==> src/design/ecc_settings.svh <==
// ##################################################
// width settings shared by the ECC register design
// include this wherever a width is needed
// ##################################################

`ifndef ECC_SETTINGS_SVH
`define ECC_SETTINGS_SVH

// width of the user data word held in the register
`define DATA_WIDTH 32

// six Hamming bits plus the overall parity bit
`define PARITY_WIDTH 7

// the configuration block decodes four addresses
`define CFG_ADDR_WIDTH 2

// error event counters saturate at their maximum
`define COUNT_WIDTH 16

`endif
==> src/design/ecc_status_pkg.sv <==
// ##################################################
// types of the configuration and status block
// address map and event counter width
// ##################################################

`include "ecc_settings.svh"

package ecc_status_pkg;

  // configuration bus data is one 32-bit word
  typedef logic [31:0] cfgDataT;

  // saturating error event counter
  typedef logic [`COUNT_WIDTH-1:0] countT;

  // address map of the configuration block
  // CTRL bit 0 is the self-correct enable
  // INJECT takes a one-shot fault mask and reads back zero
  // the two counters are cleared by any write
  typedef enum logic [`CFG_ADDR_WIDTH-1:0] {
    CTRL         = 2'd0,
    INJECT       = 2'd1,
    CORR_COUNT   = 2'd2,
    UNCORR_COUNT = 2'd3
  } cfgAddrT;

  // largest counter value, the counters stop here
  localparam countT COUNT_MAX = '1;

endpackage

==> src/design/ecc_code_pkg.sv <==
// ##################################################
// SECDED code types and helpers
// shared by the encoder, the corrector and the top
// ##################################################

`include "ecc_settings.svh"

package ecc_code_pkg;

  // positions 1 to 38 hold data and parity interleaved, bit 0 is overall parity
  localparam int CODE_WIDTH = `DATA_WIDTH + `PARITY_WIDTH;
  localparam int SYN_WIDTH  = `PARITY_WIDTH - 1;

  typedef logic [`DATA_WIDTH-1:0] dataT;
  typedef logic [CODE_WIDTH-1:0]  codeT;
  typedef logic [SYN_WIDTH-1:0]   syndromeT;

  // Hamming parity bits sit at the power-of-two positions
  function automatic logic isParityPos(input int pos);
    return (pos != 0) && ((pos & (pos - 1)) == 0);
  endfunction

  // xor of every position whose index has syndrome bit b set
  // a parity position is covered only by its own check bit
  function automatic syndromeT calcSyndrome(input codeT code);
    syndromeT syn;
    syn = '0;
    for (int pos = 1; pos < CODE_WIDTH; pos++) begin
      for (int b = 0; b < SYN_WIDTH; b++) begin
        if (pos[b]) begin
          syn[b] = syn[b] ^ code[pos];
        end
      end
    end
    return syn;
  endfunction

  // places the data bits in ascending order into the non-parity positions
  function automatic codeT insertData(input dataT data);
    codeT code;
    int   idx;
    code = '0;
    idx  = 0;
    for (int pos = 1; pos < CODE_WIDTH; pos++) begin
      if (!isParityPos(pos)) begin
        code[pos] = data[idx];
        idx++;
      end
    end
    return code;
  endfunction

  // reverse of insertData, parity and overall bits are dropped
  function automatic dataT extractData(input codeT code);
    dataT data;
    int   idx;
    data = '0;
    idx  = 0;
    for (int pos = 1; pos < CODE_WIDTH; pos++) begin
      if (!isParityPos(pos)) begin
        data[idx] = code[pos];
        idx++;
      end
    end
    return data;
  endfunction

endpackage

==> src/design/eccRegTop.sv <==
// ##################################################
// top of the ECC protected register
// data port plus a small configuration bus
// ##################################################

`timescale 1ns/1ps

`include "ecc_settings.svh"

module eccRegTop (
  input  logic                    clk_i,
  input  logic                    rstN_i,
  input  logic                    loadEn_i,
  input  ecc_code_pkg::dataT      data_i,
  output ecc_code_pkg::dataT      data_o,
  output logic                    errCorrectable_o,
  output logic                    errUncorrectable_o,
  input  logic                    cfgWrEn_i,
  input  ecc_status_pkg::cfgAddrT cfgAddr_i,
  input  ecc_status_pkg::cfgDataT cfgWrData_i,
  output ecc_status_pkg::cfgDataT cfgRdData_o
);

  import ecc_code_pkg::*;

  codeT encoded;
  codeT stored;
  codeT corrected;
  logic errCorrectable;
  logic errUncorrectable;
  logic selfCorrectEn;
  logic injectEn;
  codeT injectMask;
  logic scrubDone;

  eccEncoder i_eccEncoder (
    .data_i (data_i ),
    .code_o (encoded)
  );

  eccReg i_eccReg (
    .clk_i            (clk_i         ),
    .rstN_i           (rstN_i        ),
    .loadEn_i         (loadEn_i      ),
    .encoded_i        (encoded       ),
    .corrected_i      (corrected     ),
    .errCorrectable_i (errCorrectable),
    .selfCorrectEn_i  (selfCorrectEn ),
    .injectEn_i       (injectEn      ),
    .injectMask_i     (injectMask    ),
    .stored_o         (stored        ),
    .scrubDone_o      (scrubDone     )
  );

  // decode sits after the register, so a load shows up right after its edge
  eccCorrector i_eccCorrector (
    .code_i             (stored          ),
    .code_o             (corrected       ),
    .errCorrectable_o   (errCorrectable  ),
    .errUncorrectable_o (errUncorrectable)
  );

  eccRegCfg i_eccRegCfg (
    .clk_i              (clk_i           ),
    .rstN_i             (rstN_i          ),
    .wrEn_i             (cfgWrEn_i       ),
    .addr_i             (cfgAddr_i       ),
    .wrData_i           (cfgWrData_i     ),
    .rdData_o           (cfgRdData_o     ),
    .scrubDone_i        (scrubDone       ),
    .errUncorrectable_i (errUncorrectable),
    .selfCorrectEn_o    (selfCorrectEn   ),
    .injectEn_o         (injectEn        ),
    .injectMask_o       (injectMask      )
  );

  // the output always carries repaired data, even while self-correct is off
  assign data_o             = extractData(corrected);
  assign errCorrectable_o   = errCorrectable;
  assign errUncorrectable_o = errUncorrectable;

endmodule

==> src/design/eccRegCfg.sv <==
// ##################################################
// configuration and status block of the ECC register
// holds the enable, the fault mask and event counters
// ##################################################

`timescale 1ns/1ps

`include "ecc_settings.svh"

module eccRegCfg (
  input  logic                    clk_i,
  input  logic                    rstN_i,
  input  logic                    wrEn_i,
  input  ecc_status_pkg::cfgAddrT addr_i,
  input  ecc_status_pkg::cfgDataT wrData_i,
  output ecc_status_pkg::cfgDataT rdData_o,
  input  logic                    scrubDone_i,
  input  logic                    errUncorrectable_i,
  output logic                    selfCorrectEn_o,
  output logic                    injectEn_o,
  output ecc_code_pkg::codeT      injectMask_o
);

  import ecc_code_pkg::*;
  import ecc_status_pkg::*;

  logic  selfCorrectEnQ;
  logic  injectEnQ;
  codeT  injectMaskQ;
  countT corrCountQ;
  countT uncorrCountQ;
  // previous value of the uncorrectable flag for edge detection
  logic  uncorrPrevQ;
  logic  uncorrRise;

  assign uncorrRise = errUncorrectable_i && !uncorrPrevQ;

  // control bit, injection pulse and the flag history
  always_ff @(posedge clk_i or negedge rstN_i) begin
    if (!rstN_i) begin
      selfCorrectEnQ <= 1'b1;
      injectEnQ      <= 1'b0;
      uncorrPrevQ    <= 1'b0;
    end else begin
      if (wrEn_i && addr_i == CTRL) begin
        selfCorrectEnQ <= wrData_i[0];
      end
      // one cycle after the write, so the mask is already in place
      injectEnQ   <= wrEn_i && addr_i == INJECT;
      uncorrPrevQ <= errUncorrectable_i;
    end
  end

  // the mask is only looked at while the pulse is high
  // the bus is 32 bits wide so the upper codeword bits are never masked
  always_ff @(posedge clk_i) begin
    if (wrEn_i && addr_i == INJECT) begin
      injectMaskQ <= CODE_WIDTH'(wrData_i);
    end
  end

  // saturating counters, a write to a counter address clears it
  always_ff @(posedge clk_i or negedge rstN_i) begin
    if (!rstN_i) begin
      corrCountQ   <= '0;
      uncorrCountQ <= '0;
    end else begin
      if (wrEn_i && addr_i == CORR_COUNT) begin
        corrCountQ <= '0;
      end else if (scrubDone_i && corrCountQ != COUNT_MAX) begin
        corrCountQ <= corrCountQ + 1'b1;
      end
      // a held flag counts once, only its rising edge is seen
      if (wrEn_i && addr_i == UNCORR_COUNT) begin
        uncorrCountQ <= '0;
      end else if (uncorrRise && uncorrCountQ != COUNT_MAX) begin
        uncorrCountQ <= uncorrCountQ + 1'b1;
      end
    end
  end

  // reads are combinational from the address
  always_comb begin
    case (addr_i)
      CTRL:         rdData_o = cfgDataT'(selfCorrectEnQ);
      CORR_COUNT:   rdData_o = cfgDataT'(corrCountQ);
      UNCORR_COUNT: rdData_o = cfgDataT'(uncorrCountQ);
      default:      rdData_o = '0;
    endcase
  end

  assign selfCorrectEn_o = selfCorrectEnQ;
  assign injectEn_o      = injectEnQ;
  assign injectMask_o    = injectMaskQ;

endmodule

==> src/design/eccReg.sv <==
// ##################################################
// storage for one SECDED codeword
// loads, takes injected faults and scrubs itself
// ##################################################

`timescale 1ns/1ps

`include "ecc_settings.svh"

module eccReg (
  input  logic               clk_i,
  input  logic               rstN_i,
  input  logic               loadEn_i,
  input  ecc_code_pkg::codeT encoded_i,
  input  ecc_code_pkg::codeT corrected_i,
  input  logic               errCorrectable_i,
  input  logic               selfCorrectEn_i,
  input  logic               injectEn_i,
  input  ecc_code_pkg::codeT injectMask_i,
  output ecc_code_pkg::codeT stored_o,
  output logic               scrubDone_o
);

  import ecc_code_pkg::*;

  codeT storedQ;
  // a scrub is committed at the coming edge
  logic scrubNow;

  // a load or an injection in the same cycle takes precedence over the scrub
  assign scrubNow = errCorrectable_i && selfCorrectEn_i && !loadEn_i && !injectEn_i;

  // the codeword register, next value chosen by priority
  // load first, then fault injection, then scrub, else hold
  always_ff @(posedge clk_i or negedge rstN_i) begin
    if (!rstN_i) begin
      // all zero is a valid codeword of the all-zero data word
      storedQ <= '0;
    end else if (loadEn_i) begin
      storedQ <= encoded_i;
    end else if (injectEn_i) begin
      // flips the masked bits of whatever is stored right now
      storedQ <= storedQ ^ injectMask_i;
    end else if (scrubNow) begin
      storedQ <= corrected_i;
    end
  end

  assign stored_o = storedQ;

  // the pulse is high during the cycle whose closing edge writes the fix
  // the corrector then sees a clean word and drops its flag
  assign scrubDone_o = scrubNow;

  // with self-correct off the faulty word stays put until the next load
  // and the corrector keeps repairing it on the output path

endmodule

==> src/design/eccCorrector.sv <==
// ##################################################
// combinational SECDED check and correction
// returns the fixed codeword and the error class
// ##################################################

`timescale 1ns/1ps

`include "ecc_settings.svh"

module eccCorrector (
  input  ecc_code_pkg::codeT code_i,
  output ecc_code_pkg::codeT code_o,
  output logic               errCorrectable_o,
  output logic               errUncorrectable_o
);

  import ecc_code_pkg::*;

  // position of a single faulty bit, zero when the Hamming part is clean
  syndromeT syndrome;
  // odd parity over the whole word means an odd number of flipped bits
  logic     parityOdd;
  // a syndrome past the last position cannot come from a single fault
  logic     inRange;

  assign syndrome  = calcSyndrome(code_i);
  assign parityOdd = ^code_i;
  assign inRange   = int'(syndrome) < CODE_WIDTH;

  always_comb begin
    code_o             = code_i;
    errCorrectable_o   = 1'b0;
    errUncorrectable_o = 1'b0;

    if (parityOdd) begin
      if (inRange) begin
        // one bit flipped, the syndrome names it
        // a zero syndrome names bit 0, the overall parity bit itself
        code_o[syndrome]  = ~code_i[syndrome];
        errCorrectable_o  = 1'b1;
      end else begin
        // odd count but no valid position, three or more faults
        errUncorrectable_o = 1'b1;
      end
    end else if (syndrome != '0) begin
      // even count with a nonzero syndrome is a double fault
      // the word goes out as stored since no single fix exists
      errUncorrectable_o = 1'b1;
    end
  end

  // the two flags are exclusive by construction of the branches above

endmodule

==> src/design/eccEncoder.sv <==
// ##################################################
// combinational SECDED encoder
// turns a data word into the stored codeword
// ##################################################

`timescale 1ns/1ps

`include "ecc_settings.svh"

module eccEncoder (
  input  ecc_code_pkg::dataT data_i,
  output ecc_code_pkg::codeT code_o
);

  import ecc_code_pkg::*;

  // data scattered into place with all parity positions still zero
  codeT scattered;
  // with zero parity positions the syndrome is exactly the check bits
  syndromeT checkBits;
  // codeword before the overall parity bit is set
  codeT withChecks;

  assign scattered = insertData(data_i);
  assign checkBits = calcSyndrome(scattered);

  // each power-of-two position takes the check bit named by its single set bit
  always_comb begin
    withChecks = scattered;
    for (int pos = 1; pos < CODE_WIDTH; pos++) begin
      if (isParityPos(pos)) begin
        withChecks[pos] = |(checkBits & syndromeT'(pos));
      end
    end
  end

  // bit 0 makes the parity of the whole word even
  // this is what lets the corrector tell single from double faults
  always_comb begin
    code_o    = withChecks;
    code_o[0] = ^withChecks[CODE_WIDTH-1:1];
  end

  // the all-zero data word maps to the all-zero codeword
  // so the reset value of the register is a valid word

endmodule

==> config.mk <==
export PLATFORM = sky130hd
export DESIGN_NAME = eccRegTop
export DESIGN_NICKNAME = d
export VERILOG_FILES = /design/src/design/ecc_status_pkg.sv /design/src/design/ecc_code_pkg.sv /design/src/design/eccRegTop.sv /design/src/design/eccRegCfg.sv /design/src/design/eccReg.sv /design/src/design/eccCorrector.sv /design/src/design/eccEncoder.sv
export VERILOG_INCLUDE_DIRS = /design/src /design/src/design
export SDC_FILE = /design/constraint.sdc
export NUM_CORES = 1
export LEC_CHECK = 0
export ABC_CLOCK_PERIOD_IN_PS = 6250
export BUFFER_PORTS_ARGS = -buffer_cell sky130_fd_sc_hd__buf_2
export CAP_MARGIN = 15
export CORE_ASPECT_RATIO = 1.5
export CORE_UTILIZATION = 39
export CTS_BUF_LIST = sky130_fd_sc_hd__clkbuf_4 sky130_fd_sc_hd__clkbuf_8 sky130_fd_sc_hd__clkbuf_16
export DETAILED_ROUTE_END_ITERATION = 10
export MAX_ROUTING_LAYER = met4
export SLEW_MARGIN = 20
export SYNTH_ARGS = -nofsm -noshare
export SYNTH_HDL_FRONTEND = slang
export SYNTH_SLANG_ARGS = --single-unit
==> constraint.sdc <==
create_clock -name clk_i -period 6.25 [get_ports clk_i]
set_clock_uncertainty 0.1 [all_clocks]
set_input_delay 1.25 -clock clk_i [delete_from_list [all_inputs] [get_ports clk_i]]
set_output_delay 1.25 -clock clk_i [all_outputs]
set_load 0.02 [all_outputs]
==> summary.md <==
| Metric | Value |
|---|---|
| Residual DRC | 0 |
| Syn avg cell area | 9.22 um2 |
| CTS Buffer Depth | 2 |
| Setup TNS | 0 ns |
| CTS tree | yes |
| Crit. End Element | output port |
| Flop2flop setup slack | 1.30 ns |
| Die width | around 120 um |
| MaxCap Viol Count | 0 |
| Critical path depth in cells | 11 |
| Hold Vio Cnt, Final | 0 |
| Most used cell, CP | xnor3_1 |
| IO Count | 136 |
| RSZ-0062 raised after global routing | false |
| Core Rows | between 60 and 70 |
| Fillers | 2021 |
| DR WL/cell | 21.0 um |
| Port Buffers | roughly 120 |
| DP Worst Slack | 0.480 ns |
| Initial antenna violation count | 1 |
| Worst Reg-to-Reg Cells | 11 |
| Share of cells above drive strength 1 | between 20% and 30% |
| Yosys reg bits | around 110 |
| Worst Path Required | about 4.9 ns |
| First-pass GRT wire length | ~39 mm |
| Max-slew violation count | 0 |
| Hold Path Cell Cnt | 2 |
| Multi-input combinational cell area | 0.00499 mm2 |
| Vert. Die Dim | 178 um |
| Layout area overhead | 14.4% |
| Top_reg_cell synth | dfrtp_1 |
| Initial Util | 39.8% |
| Final setup vio count | 0 |
| Synth area leaders | dfrtp_1, xnor2_1, edfxtp_1 |
| Worst Path Buf+Inv | 2 |
| Worst-path fanout max | 16 |
| Fmax | roughly 160 MHz |
| Root Driver | clkbuf_16 |
| Dpl hpwl | between 15 and 20 mm |
| Sequential element share of the synthesized area | between 30% and 40% |
| Slew margin rel. | 28.5% |
| H-tree Lvls | 3 |
| Synth top area share | a little under a quarter |
| Synthesized area | 0.00809 mm2 |
| Clk Latency, worst-skew pair | between 0.3 and 0.4 ns |
| Slew at the pin closest to its max-slew limit | roughly 1.1 ns |
| FF-to-FF End | i_eccReg.stored_o[28] |
| Cells after Synth | a little under 900 |
| Hold Crit Class | flip-flop to flip-flop |
| Gr usage total | about 25% |
| Finished Layout Cells | about 1200 |
| Core area | ~0.020 mm2 |
| Final period utilization | between 90% and 100% |
| Most frequent cell after synthesis | xnor2_1 |
| Synth unique cells | between 70 and 80 |
| CP Launch Type | flip-flop |
| Die area | around 0.021 mm2 |
| CTS buffer count | 9 |
| Final Util | a little under half |
| Setup WS post-layout | about 0.16 ns |
| CP max stage delay | roughly 0.83 ns |
| Net count, final | 1045 |
| CTS clk-pin slew, worst paths | roughly 0.08 ns |
| Hold Startpoint | i_eccRegCfg.uncorrCountQ[13] |
| Worst Hold Path EP | i_eccRegCfg.uncorrCountQ[13] |
| Antenna-violating nets left | 0 |
| EDFF count, synth | 32 |
| Routed WL | between 20 and 30 mm |
| Reg2reg start | i_eccReg.stored_o[14] |
| Status | finished, final reports clean |
| Overflow after GRT | 0 |
| Largest net degree at the start of global routing | 51 |
| CP cell instances | xnor3_1 > xnor3_1 > xor3_1 > nor2_1 > mux4_2 > a311o_1 > o311ai_2 > o32ai_4 > buf_12 > mux2_2 > buf_2 |
| Crit-path slowest cell | xor3_1 |
| Routed vias/inst | ~5.6 |
| Setup CP Type | flip-flop to output port |
| DR pass1 iterations | 7 |
| Synth cell count leaders | xnor2_1, nand2_1, dfrtp_1 |
| Period minus WS final | ~6 ns |
| Reg area | between 0.002 and 0.003 mm2 |
| Placed insts | between 1000 and 1500 |
| CP top delay family | XOR/XNOR gates |
| Synth async-reset ratio | 69.8% |
| Routability cong. | roughly 0.97 |
| Hold-fix buffers, CTS | 0 |
| Synthesis warning total | 0 |
| Vias in the first global route | 6731 |
| Largest area contributor in the netlist | dfrtp_1 |
| Vias | 6915 |
| Drt initial violations | just under 400 |
| Arrival time at the worst endpoint | 4.74 ns |
| Clk sinks | 106 |
## tightest hold or removal path, stage by stage, from the launching register on
cell and delay [ns]:
dfrtp_1 0.38, xor2_1 0.08, nor2_1 0.07
## through the flow
stage | hold WS, ns | instance area [um2]
6_report | 0.465 | 9260
5_1_grt | 0.523 | 9260
4_1_cts | 0.468 | 9210
3_5_place_dp | 0.448 | 8920
3_3_place_gp | 0.455 | 8920
2_1_floorplan | 0.418 | 8150
## placed cells by master (no fill, tap or decap), types with 4 or more instances in the layout
cell type,netlist,routed
buf_2,10,119
xnor2_1,110,110
nand2_1,103,103
dfrtp_1,73,73
xor2_1,67,67
nor2_1,58,57
a21oi_1,47,47
o21ai_0,41,41
mux2_2,35,35
edfxtp_1,32,32
mux2i_1,24,24
nand3_1,23,23
buf_4,18,23
a22oi_1,21,21
a31oi_1,18,18
nor3_1,17,17
conb_1,1,16
nor2b_1,16,15
clkbuf_16,0,9
o31ai_1,8,8
and3_1,8,8
nand4_1,8,8
or3_1,8,8
and2_1,6,6
o211ai_1,6,6
a221oi_1,5,5
inv_1,4,4
## metal layers
metal  GRT usage (%)  share of wire, %  vias to the layer above
met1            27.9                38                     3292
met2            42.6                51                      282
li1                -                 -                     3258
met4            17.3               6.6                        0
met3            3.52               4.9                       83
met5               -                 0                        -
## worst max path at each step
| stage | from | endpoint | slack [ns] |
|---|---|---|---|
| 2_1_floorplan | i_eccReg.stored_o[10] | data_o[22] | 1.38 |
| 3_3_place_gp | i_eccReg.stored_o[10] | data_o[11] | 0.55 |
| 3_5_place_dp | i_eccReg.stored_o[10] | data_o[11] | 0.48 |
| 4_1_cts | i_eccReg.stored_o[10] | data_o[11] | 0.07 |
| 5_1_grt | i_eccReg.stored_o[10] | data_o[24] | 0.003 |
| 6_report | i_eccReg.stored_o[14] | data_o[11] | 0.16 |
## kinds of logic (layout without fill, tap and decap cells)
family | Yosys count | count (layout) | share of synthesized area (%)
xor+xnor | 188 | 188 | 22.3
mux | 61 | 61 | 8.40
other cells | 1 | 17 | 0.0463
fa+ha+maj | 2 | 2 | 0.309
compound gates | 176 | 177 | 14.0
buf+inv | 80 | 164 | 4.79
flops | 106 | 106 | 34.8
simple gates | 264 | 264 | 15.4
## registers in the layout, indices dropped and copies added (netlist names)
name,flops
i_eccReg.stored_o,39
i_eccRegCfg.injectMask_o,32
i_eccRegCfg.corrCountQ,16
i_eccRegCfg.uncorrCountQ,16
i_eccRegCfg.injectEn_o,1
i_eccRegCfg.selfCorrectEn_o,1
i_eccRegCfg.uncorrPrevQ,1
## timing repair
item	4_1_cts	5_1_grt
setup buffers	0	0
endpoints found under the setup margin	0	32
gates resized for setup	0	1
## cell type report
class                      count  share of cell area, %
multi-input combinational    708                   53.8
sequential                   106                   30.4
timing repair buffer         144                   8.81
tap                          264                   3.57
clock buffer                  10                   2.51
clock inverter                 6                  0.703
inverter                       4                  0.162
antenna                        1                 0.0270
Power is not shown: default switching activity piles up to over one toggle a cycle in this logic, so the estimate is an artifact.
